<file path="src/common/iq_cfg.svh">
`ifndef IQ_CFG_SVH
`define IQ_CFG_SVH

// Number of issue queue entries
`define IQ_SIZE 8

// Physical register tag width, tag 0 is the zero register
`define IQ_TAG_BITS 5

// Operand and result width
`define IQ_DATA_BITS 32

// Sequence number width, compared by wrapped signed difference
`define IQ_SQN_BITS 6

// Cycles from multiply issue to its result on the bus
`define IQ_MUL_LAT 3

`endif
</file>
<file path="src/common/iqPkg.sv">
`default_nettype none

`include "iq_cfg.svh"

package iqPkg;

    typedef logic [`IQ_TAG_BITS-1:0] tag_t;

    typedef logic [`IQ_SQN_BITS-1:0] sqn_t;

    typedef enum logic [2:0] {
        OP_ADD,
        OP_SUB,
        OP_AND,
        OP_XOR,
        OP_SHL,
        OP_MUL
    } aluOp_t;

    // Operand B word, immB selects immediate or register reading
    typedef union packed {
        logic [`IQ_DATA_BITS-1:0] imm;
        struct packed {
            logic [`IQ_DATA_BITS-`IQ_TAG_BITS-1:0] pad;
            tag_t tag;
        } src;
    } opB_t;

    // True when sqn is younger than pivot, wrap-around safe
    function automatic logic isYounger(sqn_t sqn, sqn_t pivot);
        return $signed(sqn - pivot) > 0;
    endfunction

endpackage

`default_nettype wire

</file>
<file path="src/design/issueCluster.sv">
`timescale 1ns/1ps
`default_nettype none

`include "iq_cfg.svh"

module issueCluster (
    input  wire                          clk,
    input  wire                          rst,

    input  wire                          dispValid,
    output logic                         dispReady,
    input  wire iqPkg::aluOp_t           dispOp,
    input  wire iqPkg::sqn_t             dispSqn,
    input  wire iqPkg::tag_t             dispTagDst,
    input  wire iqPkg::tag_t             dispTagA,
    input  wire iqPkg::opB_t             dispOpB,
    input  wire                          dispImmB,

    input  wire                          flush,
    input  wire iqPkg::sqn_t             flushSqn,

    output logic                         resValid,
    output iqPkg::tag_t                  resTagDst,
    output iqPkg::sqn_t                  resSqn,
    output logic [`IQ_DATA_BITS-1:0]     resValue
);

    // Dispatch lookup
    iqPkg::tag_t lookupTagA;
    iqPkg::tag_t lookupTagB;
    logic        readyA;
    logic        readyB;

    // Issue to execute
    logic          issValid;
    iqPkg::aluOp_t issOp;
    iqPkg::sqn_t   issSqn;
    iqPkg::tag_t   issTagDst;
    iqPkg::tag_t   issTagA;
    iqPkg::opB_t   issOpB;
    logic          issImmB;

    // Operand reads
    iqPkg::tag_t              rdTagA;
    iqPkg::tag_t              rdTagB;
    logic [`IQ_DATA_BITS-1:0] rdValA;
    logic [`IQ_DATA_BITS-1:0] rdValB;

    // Destination is allocated on the dispatch handshake
    wire allocValid = dispValid && dispReady;

    issueQueue i_issueQueue (
        .clk        (clk),
        .rst        (rst),
        .dispValid  (dispValid),
        .dispReady  (dispReady),
        .dispOp     (dispOp),
        .dispSqn    (dispSqn),
        .dispTagDst (dispTagDst),
        .dispTagA   (dispTagA),
        .dispOpB    (dispOpB),
        .dispImmB   (dispImmB),
        .lookupTagA (lookupTagA),
        .lookupTagB (lookupTagB),
        .readyA     (readyA),
        .readyB     (readyB),
        .resValid   (resValid),
        .resTagDst  (resTagDst),
        .flush      (flush),
        .flushSqn   (flushSqn),
        .issValid   (issValid),
        .issOp      (issOp),
        .issSqn     (issSqn),
        .issTagDst  (issTagDst),
        .issTagA    (issTagA),
        .issOpB     (issOpB),
        .issImmB    (issImmB)
    );

    regFile i_regFile (
        .clk        (clk),
        .rst        (rst),
        .lookupTagA (lookupTagA),
        .lookupTagB (lookupTagB),
        .readyA     (readyA),
        .readyB     (readyB),
        .allocValid (allocValid),
        .allocTag   (dispTagDst),
        .rdTagA     (rdTagA),
        .rdTagB     (rdTagB),
        .rdValA     (rdValA),
        .rdValB     (rdValB),
        .resValid   (resValid),
        .resTagDst  (resTagDst),
        .resValue   (resValue)
    );

    execUnit i_execUnit (
        .clk       (clk),
        .rst       (rst),
        .issValid  (issValid),
        .issOp     (issOp),
        .issSqn    (issSqn),
        .issTagDst (issTagDst),
        .issTagA   (issTagA),
        .issOpB    (issOpB),
        .issImmB   (issImmB),
        .rdTagA    (rdTagA),
        .rdTagB    (rdTagB),
        .rdValA    (rdValA),
        .rdValB    (rdValB),
        .flush     (flush),
        .flushSqn  (flushSqn),
        .resValid  (resValid),
        .resTagDst (resTagDst),
        .resSqn    (resSqn),
        .resValue  (resValue)
    );

endmodule

`default_nettype wire

</file>
<file path="src/design/execUnit.sv">
`timescale 1ns/1ps
`default_nettype none

`include "iq_cfg.svh"

module execUnit (
    input  wire                          clk,
    input  wire                          rst,

    input  wire                          issValid,
    input  wire iqPkg::aluOp_t           issOp,
    input  wire iqPkg::sqn_t             issSqn,
    input  wire iqPkg::tag_t             issTagDst,
    input  wire iqPkg::tag_t             issTagA,
    input  wire iqPkg::opB_t             issOpB,
    input  wire                          issImmB,

    output iqPkg::tag_t                  rdTagA,
    output iqPkg::tag_t                  rdTagB,
    input  wire [`IQ_DATA_BITS-1:0]      rdValA,
    input  wire [`IQ_DATA_BITS-1:0]      rdValB,

    input  wire                          flush,
    input  wire iqPkg::sqn_t             flushSqn,

    output logic                         resValid,
    output iqPkg::tag_t                  resTagDst,
    output iqPkg::sqn_t                  resSqn,
    output logic [`IQ_DATA_BITS-1:0]     resValue
);

    localparam int LAT = `IQ_MUL_LAT;
    localparam int SH_BITS = $clog2(`IQ_DATA_BITS);

    logic [`IQ_DATA_BITS-1:0] opA;
    logic [`IQ_DATA_BITS-1:0] opB;
    logic [`IQ_DATA_BITS-1:0] aluOut;
    logic                     issueKeep;

    // ALU result stage
    logic                     aluValid;
    iqPkg::tag_t              aluTag;
    iqPkg::sqn_t              aluSqn;
    logic [`IQ_DATA_BITS-1:0] aluValue;

    // Multiply pipe, last stage drives the bus
    logic [LAT-1:0]           mulValid;
    iqPkg::tag_t              mulTag [LAT];
    iqPkg::sqn_t              mulSqn [LAT];
    logic [`IQ_DATA_BITS-1:0] mulValue [LAT];

    assign rdTagA = issTagA;
    assign rdTagB = issOpB.src.tag;

    assign opA = rdValA;
    assign opB = issImmB ? issOpB.imm : rdValB;

    // An op issued in the flush cycle dies here if it is younger
    assign issueKeep = issValid && !(flush && iqPkg::isYounger(issSqn, flushSqn));

    always_comb begin
        case (issOp)
            iqPkg::OP_ADD: aluOut = opA + opB;
            iqPkg::OP_SUB: aluOut = opA - opB;
            iqPkg::OP_AND: aluOut = opA & opB;
            iqPkg::OP_XOR: aluOut = opA ^ opB;
            iqPkg::OP_SHL: aluOut = opA << opB[SH_BITS-1:0];
            default:       aluOut = '0;
        endcase
    end

    always_ff @(posedge clk) begin
        if (rst) begin
            aluValid <= 1'b0;
            mulValid <= '0;
        end else begin
            aluValid <= issueKeep && issOp != iqPkg::OP_MUL;
            mulValid[0] <= issueKeep && issOp == iqPkg::OP_MUL;
            for (int s = 1; s < LAT; s++)
                mulValid[s] <= mulValid[s-1]
                    && !(flush && iqPkg::isYounger(mulSqn[s-1], flushSqn));
        end
    end

    always_ff @(posedge clk) begin
        aluTag <= issTagDst;
        aluSqn <= issSqn;
        aluValue <= aluOut;

        mulTag[0] <= issTagDst;
        mulSqn[0] <= issSqn;
        mulValue[0] <= opA * opB;
        for (int s = 1; s < LAT; s++) begin
            mulTag[s] <= mulTag[s-1];
            mulSqn[s] <= mulSqn[s-1];
            mulValue[s] <= mulValue[s-1];
        end
    end

    // The queue keeps both sources from landing in the same cycle
    assign resValid = aluValid || mulValid[LAT-1];
    assign resTagDst = aluValid ? aluTag : mulTag[LAT-1];
    assign resSqn = aluValid ? aluSqn : mulSqn[LAT-1];
    assign resValue = aluValid ? aluValue : mulValue[LAT-1];

endmodule

`default_nettype wire

</file>
<file path="src/design/regFile.sv">
`timescale 1ns/1ps
`default_nettype none

`include "iq_cfg.svh"

module regFile (
    input  wire                          clk,
    input  wire                          rst,

    input  wire iqPkg::tag_t             lookupTagA,
    input  wire iqPkg::tag_t             lookupTagB,
    output logic                         readyA,
    output logic                         readyB,

    input  wire                          allocValid,
    input  wire iqPkg::tag_t             allocTag,

    input  wire iqPkg::tag_t             rdTagA,
    input  wire iqPkg::tag_t             rdTagB,
    output logic [`IQ_DATA_BITS-1:0]     rdValA,
    output logic [`IQ_DATA_BITS-1:0]     rdValB,

    input  wire                          resValid,
    input  wire iqPkg::tag_t             resTagDst,
    input  wire [`IQ_DATA_BITS-1:0]      resValue
);

    localparam int REGS = 1 << `IQ_TAG_BITS;

    logic [`IQ_DATA_BITS-1:0] value [REGS];
    logic [REGS-1:0]          ready;

    // Tag 0 is never allocated, so its ready bit stays set
    assign readyA = ready[lookupTagA];
    assign readyB = ready[lookupTagB];

    assign rdValA = (rdTagA == '0) ? '0 : value[rdTagA];
    assign rdValB = (rdTagB == '0) ? '0 : value[rdTagB];

    always_ff @(posedge clk) begin
        if (rst) begin
            ready <= '1;
            // All registers come out of reset ready, so they hold zero
            for (int i = 0; i < REGS; i++)
                value[i] <= '0;
        end else begin
            if (resValid && resTagDst != '0) begin
                ready[resTagDst] <= 1'b1;
                value[resTagDst] <= resValue;
            end
            // New producer wins over a stale result for the same tag
            if (allocValid && allocTag != '0)
                ready[allocTag] <= 1'b0;
        end
    end

endmodule

`default_nettype wire

</file>
<file path="src/issueQueue/issueQueue.sv">
`timescale 1ns/1ps
`default_nettype none

`include "iq_cfg.svh"

module issueQueue (
    input  wire                 clk,
    input  wire                 rst,

    input  wire                 dispValid,
    output logic                dispReady,
    input  wire iqPkg::aluOp_t  dispOp,
    input  wire iqPkg::sqn_t    dispSqn,
    input  wire iqPkg::tag_t    dispTagDst,
    input  wire iqPkg::tag_t    dispTagA,
    input  wire iqPkg::opB_t    dispOpB,
    input  wire                 dispImmB,

    output iqPkg::tag_t         lookupTagA,
    output iqPkg::tag_t         lookupTagB,
    input  wire                 readyA,
    input  wire                 readyB,

    input  wire                 resValid,
    input  wire iqPkg::tag_t    resTagDst,

    input  wire                 flush,
    input  wire iqPkg::sqn_t    flushSqn,

    output logic                issValid,
    output iqPkg::aluOp_t       issOp,
    output iqPkg::sqn_t         issSqn,
    output iqPkg::tag_t         issTagDst,
    output iqPkg::tag_t         issTagA,
    output iqPkg::opB_t         issOpB,
    output logic                issImmB
);

    localparam int SIZE = `IQ_SIZE;
    localparam int IDX_BITS = $clog2(SIZE);
    // ALU selections that would land on a multiply result
    localparam int RSV_BITS = `IQ_MUL_LAT - 1;
    localparam logic [RSV_BITS-1:0] MUL_SLOT = RSV_BITS'(1) << (RSV_BITS - 1);

    // Entry storage, index 0 is the oldest
    iqPkg::aluOp_t qOp [SIZE];
    iqPkg::sqn_t   qSqn [SIZE];
    iqPkg::tag_t   qTagDst [SIZE];
    iqPkg::tag_t   qTagA [SIZE];
    iqPkg::opB_t   qOpB [SIZE];
    logic [SIZE-1:0] qImmB;
    logic [SIZE-1:0] qAvailA;
    logic [SIZE-1:0] qAvailB;

    logic [IDX_BITS:0]   insertIndex;
    logic [IDX_BITS:0]   flushIndex;
    logic [RSV_BITS-1:0] reservedWb;

    logic [SIZE-1:0]     wakeA;
    logic [SIZE-1:0]     wakeB;
    logic [SIZE-1:0]     candidate;
    logic [IDX_BITS-1:0] selIdx;
    logic                selFound;

    logic enqValid;
    logic enqAvailA;
    logic enqAvailB;

    assign dispReady = (insertIndex != (IDX_BITS + 1)'(SIZE)) && !flush;
    assign enqValid = dispValid && dispReady;

    assign lookupTagA = dispTagA;
    assign lookupTagB = dispOpB.src.tag;

    // A source on the result bus this cycle counts as ready on entry
    assign enqAvailA = readyA || (resValid && resTagDst == dispTagA);
    assign enqAvailB = dispImmB || readyB || (resValid && resTagDst == dispOpB.src.tag);

    // Wakeup and ready check per entry
    always_comb begin
        for (int i = 0; i < SIZE; i++) begin
            wakeA[i] = resValid && resTagDst == qTagA[i];
            wakeB[i] = resValid && !qImmB[i] && resTagDst == qOpB[i].src.tag;
            candidate[i] = (i < insertIndex)
                && (qAvailA[i] || wakeA[i])
                && (qAvailB[i] || wakeB[i])
                && !(qOp[i] != iqPkg::OP_MUL && reservedWb[0]);
        end
    end

    priorityEncoder #(
        .WIDTH(SIZE)
    ) i_selEnc (
        .req   (candidate),
        .idx   (selIdx),
        .found (selFound)
    );

    // Keep everything up to the last entry that survives the flush
    always_comb begin
        flushIndex = '0;
        for (int i = 0; i < SIZE; i++) begin
            if (i < insertIndex && !iqPkg::isYounger(qSqn[i], flushSqn))
                flushIndex = (IDX_BITS + 1)'(i + 1);
        end
    end

    always_ff @(posedge clk) begin
        logic [IDX_BITS:0] nextIndex;

        for (int i = 0; i < SIZE; i++) begin
            qAvailA[i] <= qAvailA[i] | wakeA[i];
            qAvailB[i] <= qAvailB[i] | wakeB[i];
        end
        reservedWb <= reservedWb >> 1;

        if (rst) begin
            insertIndex <= '0;
            reservedWb <= '0;
            issValid <= 1'b0;
        end else if (flush) begin
            insertIndex <= flushIndex;
            issValid <= 1'b0;
        end else begin
            nextIndex = insertIndex;
            issValid <= selFound;

            if (selFound) begin
                issOp <= qOp[selIdx];
                issSqn <= qSqn[selIdx];
                issTagDst <= qTagDst[selIdx];
                issTagA <= qTagA[selIdx];
                issOpB <= qOpB[selIdx];
                issImmB <= qImmB[selIdx];

                // Multiply claims the bus slot an ALU op issued two cycles later would use
                if (qOp[selIdx] == iqPkg::OP_MUL)
                    reservedWb <= (reservedWb >> 1) | MUL_SLOT;

                nextIndex = nextIndex - 1'b1;

                // Compact younger entries into the freed slot
                for (int i = 0; i < SIZE - 1; i++) begin
                    if (i >= selIdx) begin
                        qOp[i] <= qOp[i+1];
                        qSqn[i] <= qSqn[i+1];
                        qTagDst[i] <= qTagDst[i+1];
                        qTagA[i] <= qTagA[i+1];
                        qOpB[i] <= qOpB[i+1];
                        qImmB[i] <= qImmB[i+1];
                        qAvailA[i] <= qAvailA[i+1] | wakeA[i+1];
                        qAvailB[i] <= qAvailB[i+1] | wakeB[i+1];
                    end
                end
            end

            if (enqValid) begin
                qOp[nextIndex[IDX_BITS-1:0]] <= dispOp;
                qSqn[nextIndex[IDX_BITS-1:0]] <= dispSqn;
                qTagDst[nextIndex[IDX_BITS-1:0]] <= dispTagDst;
                qTagA[nextIndex[IDX_BITS-1:0]] <= dispTagA;
                qOpB[nextIndex[IDX_BITS-1:0]] <= dispOpB;
                qImmB[nextIndex[IDX_BITS-1:0]] <= dispImmB;
                qAvailA[nextIndex[IDX_BITS-1:0]] <= enqAvailA;
                qAvailB[nextIndex[IDX_BITS-1:0]] <= enqAvailB;
                nextIndex = nextIndex + 1'b1;
            end

            insertIndex <= nextIndex;
        end
    end

endmodule

`default_nettype wire

</file>
<file path="src/issueQueue/priorityEncoder.sv">
`timescale 1ns/1ps
`default_nettype none

module priorityEncoder #(
    parameter int WIDTH = 8
) (
    input  wire [WIDTH-1:0]                       req,
    output logic [(WIDTH > 1 ? $clog2(WIDTH) : 1)-1:0] idx,
    output logic                                  found
);

    localparam int IDX_BITS = (WIDTH > 1) ? $clog2(WIDTH) : 1;

    // Scan downwards so the lowest set bit wins
    always_comb begin
        idx = '0;
        found = 1'b0;
        for (int i = WIDTH - 1; i >= 0; i--) begin
            if (req[i]) begin
                idx = IDX_BITS'(i);
                found = 1'b1;
            end
        end
    end

endmodule

`default_nettype wire

</file>
<file path="config.mk">
export PLATFORM = sky130hd
export DESIGN_NAME = issueCluster
export DESIGN_NICKNAME = d
export VERILOG_FILES = /design/src/common/iqPkg.sv /design/src/design/issueCluster.sv /design/src/design/execUnit.sv /design/src/design/regFile.sv /design/src/issueQueue/issueQueue.sv /design/src/issueQueue/priorityEncoder.sv
export VERILOG_INCLUDE_DIRS = /design/src /design/src/common
export SDC_FILE = /design/constraint.sdc
export NUM_CORES = 2
export LEC_CHECK = 0
export BUFFER_PORTS_ARGS = -buffer_cell sky130_fd_sc_hd__buf_2
export CORE_MARGIN = 3
export CORE_UTILIZATION = 35
export DETAILED_ROUTE_END_ITERATION = 7
export GPL_TIMING_DRIVEN = 0
export PLACE_DENSITY_LB_ADDON = 0.1
export REMOVE_ABC_BUFFERS = 1
export SLEW_MARGIN = 20
export SYNTH_ARGS = -nofsm -noshare
export SYNTH_HDL_FRONTEND = slang
export SYNTH_SLANG_ARGS = --single-unit
export TNS_END_PERCENT = 20
</file>
<file path="constraint.sdc">
create_clock -name clk -period 8.6 [get_ports clk]
set_input_delay 0.86 -clock clk [delete_from_list [all_inputs] [get_ports clk]]
set_output_delay 0.86 -clock clk [all_outputs]
set_load 0.005 [all_outputs]
</file>
==> metrics.md <==
| Metric | Value |
|---|---|
| Leading post-synthesis cells by cell area | `edfxtp_1 43%, mux4_2 12%, fa_1 8.0%, nor2_1 5.0%, dfxtp_1 4.2%` |
| Worst Setup SP | `i_issueQueue.issTagA[0]$_DFFE_PP_` |
| Post-synthesis sequential area ratio | `46.75%` |
| R2r startpoint | `i_issueQueue.issTagA[0]$_DFFE_PP_` |
| Mapped Area | `105,300 µm²` |
| Worst Max-Slew Pin Slew | `1164 ps` |
| RD Place Congestion | `0.8741` |
| Max-cap violations | `0` |
| Crit end category | `flop` |
| Asr flop ratio synth | `0%` |
| Share of cells above drive strength 1 | `24.93%` |
| Post-route DRC | `0` |
| Clk_skew | `101.8 ps` |
| #FFs+latches synth | `1,712` |
| Hpwl dp | `293.8 mm` |
| Ys flop type | `edfxtp_1` |
| Required time worst endpoint | `9420 ps` |
| Part of the cycle the worst path needs | `113.8%` |
| Startpoint types | `flop` |
| Slowest CP cell | `fa_1` |
| Row Count | `200` |
| Layout fillers | `27,380` |
| Fin crit period | `9787 ps` |
| Worst r2r dst | `i_execUnit.mulValue[0][31]$_DFF_P_` |
| CP most frequent cell | `fa_1` |
| Util after Layout | `42.67%` |
| PortBufs | `106` |
| Synth cell types | `107` |
| DP Cell Count | `12,540` |
| Worst path arrival time | `10,610 ps` |
| TritonCTS clock tree | `built` |
| TritonRoute pass-1 iters | `6` |
| Most common cell in the netlist | `edfxtp_1` |
| RSZ-0062 raised after global routing | `true` |
| Yosys Warn Count | `0` |
| Htree depth | `4` |
| Antenna violations before repair | `29` |
| Crit path to | `i_execUnit.mulValue[0][31]$_DFF_P_` |
| Post-Syn Area per Cell | `12.07 µm²` |
| Yosys top cell area share | `42.56%` |
| Fin area | `127,200 µm²` |
| Total GRT Usage | `26.86%` |
| Die Ht | `554.4 µm` |
| Worst setup path category | `flop to flop` |
| Vias in the first global route | `76,720` |
| DP Area | `117,500 µm²` |
| Area leader, netlist | `edfxtp_1` |
| Drt wl/cell | `32.00 µm` |
| Layout area overhead | `20.83%` |
| CTS root buf | `clkbuf_16` |
| Final hold viol count | `0` |
| Final worst slack | `-1187 ps` |
| Mapped Cells | `8,719` |
| Worst-Skew Late Latency | `940 ps` |
| Final non-filler cell total | `13,110` |
| CTS max path bufs | `4` |
| TritonCTS Buffers | `203` |
| Critical path peak fanout | `6` |
| Vias/cell | `5.750` |
| Routed vias | `75,390` |
| Die area | `307,400 µm²` |
| Core area | `298,000 µm²` |
| Reg2Reg Depth | `42` |
| Synth cell count leaders | `1,492 x edfxtp_1, 1,404 x nor2_1, 849 x nand2_1, 615 x inv_1, 584 x mux4_2` |
| Setup violators final | `14` |
| First-pass GRT wire length | `591.2 mm` |
| Critical Path Max Stage Delay | `580 ps` |
| Failing checks | `setup timing` |
| Hold slack final | `266.2 ps` |
| Slew headroom | `20.76%` |
| WL final | `419.5 mm` |
| Final #Nets | `9,731` |
| Grt ovf | `0` |
| CTS Sinks | `1,712` |
| Hold_buf cts | `0` |
| Worst reg-to-reg setup slack | `-1190 ps` |
| Number of synthesized flops with an enable pin | `1,492` |
| I/O pin count | `107` |
| Largest net degree at the start of global routing | `53` |
| Clk slew on worst S/H paths | `80 ps` |
| Starting Density | `35.32%` |
| Hold WC Path Type | `input pin to flop` |
| Status | `complete, but fails checks` |
| Final slew viol count | `0` |
| Iteration-0 DRC Markers | `7,900` |
| Max frequency | `102.2 MHz` |
| ANT nets after route | `0` |
| Die X-Extent | `554.4 µm` |
[sequential cells by signal (all words and copies together) (netlist names), 6 cells and up]
name and cells:
i_issueQueue.qOpB 256, i_issueQueue.qOp 24, i_issueQueue.qTagDst 40, i_issueQueue.qTagA 40, i_issueQueue.issSqn 6, i_issueQueue.qSqn 48
i_issueQueue.qAvailA 8, i_issueQueue.issOpB 32, i_execUnit.mulTag 11, i_issueQueue.qAvailB 8, i_regFile.ready 32, i_issueQueue.qImmB 8
i_execUnit.aluValue 32, i_execUnit.mulValue 96, i_regFile.value 1024, i_execUnit.mulSqn 13
[critical path, delay by kind of cell, from the launching register on]
family                     cells  cell delay [ps]
adders and majority gates     10             4260
muxes                          3             1010
DFF                            1              440
xor gates and xnor gates       1              110
AOI/OAI and AO/OA              6              980
buffers and inverters         18             1890
and+or+nand+nor                4             1000
[final cells by class]
cell class / count / area (µm²) / area share, %
antenna: 5 / 12.51 / 0.009838
clock buffer: 273 / 5485 / 4.313
clock inverter: 96 / 872.1 / 0.6857
inverter: 638 / 2577 / 2.027
multi-input combinational: 5758 / 53420 / 42.00
sequential: 1712 / 49210 / 38.69
tap: 3939 / 4928 / 3.875
timing repair buffer: 690 / 10680 / 8.395
[worst min-delay path by stage]
stage | startpoint | endpoint | depth (start not counted)
4_1_cts | dispOpB[17] | i_issueQueue.qOpB[7][17]$_DFFE_PP_ | 1
5_1_grt | dispOpB[17] | i_issueQueue.qOpB[7][17]$_DFFE_PP_ | 1
3_3_place_gp | i_execUnit.mulValue[0][28]$_DFF_P_ | i_execUnit.mulValue[0][60]$_DFF_P_ | 0
6_report | dispOpB[17] | i_issueQueue.qOpB[7][17]$_DFFE_PP_ | 1
2_1_floorplan | i_execUnit.mulTag[0][5]$_DFF_P_ | i_execUnit.mulTag[0][10]$_DFF_P_ | 0
3_5_place_dp | i_execUnit.mulValue[0][48]$_DFF_P_ | i_execUnit.mulValue[0][80]$_DFF_P_ | 0
[layer usage]
layer  vias to the layer above  wire length [µm]  track usage [%]
li1                      31600                 -                -
met5                         -               130                0
met4                        20             16550            9.172
met2                      3348            195900            43.32
met1                     39730            174300            36.90
met3                       686             32700            4.153
[stage by stage]
step                      setup WS [ps]  setup TNS (ps)
after floorplan                  -10970        -1152950
after global placement           -26900        -9141940
after detailed placement          -4880         -105840
after CTS                         -1140          -10260
after global routing              -1409          -14310
final                             -1187          -11050
[logic make-up (layout without fill, tap and decap cells)]
family,count (synthesis),after routing,share of synthesized area [%]
fa+ha+maj,667,667,10.92
flops,1712,1712,46.75
compound gates,941,941,5.612
xor+xnor,301,301,2.512
simple gates,2606,2607,10.18
buf+inv,1281,1697,4.989
mux,1210,1210,19.03
other cells,1,37,0.003563
[cells in the final DEF (no fill, tap or decap), types with 171 or more instances in the layout]
cell type  count
fa_1         404
mux2i_1      195
a21oi_1      379
dfxtp_1      219
clkbuf_16    205
edfxtp_1    1492
mux2_2       333
buf_16       171
ha_1         229
inv_1        582
nor2_1      1386
nand2_1      804
xnor2_1      244
mux4_2       584
[timing repair]
| action | 4_1_cts | 5_1_grt |
|---|---|---|
| pin swaps | 77 | 63 |
| gates cloned | 8 | 0 |
| gates resized for setup | 256 | 69 |
| setup buffers | 160 | 25 |
| setup endpoints to repair | 51 | 25 |
Power is not shown: default switching activity piles up to over one toggle a cycle in this logic, so the estimate is an artifact.
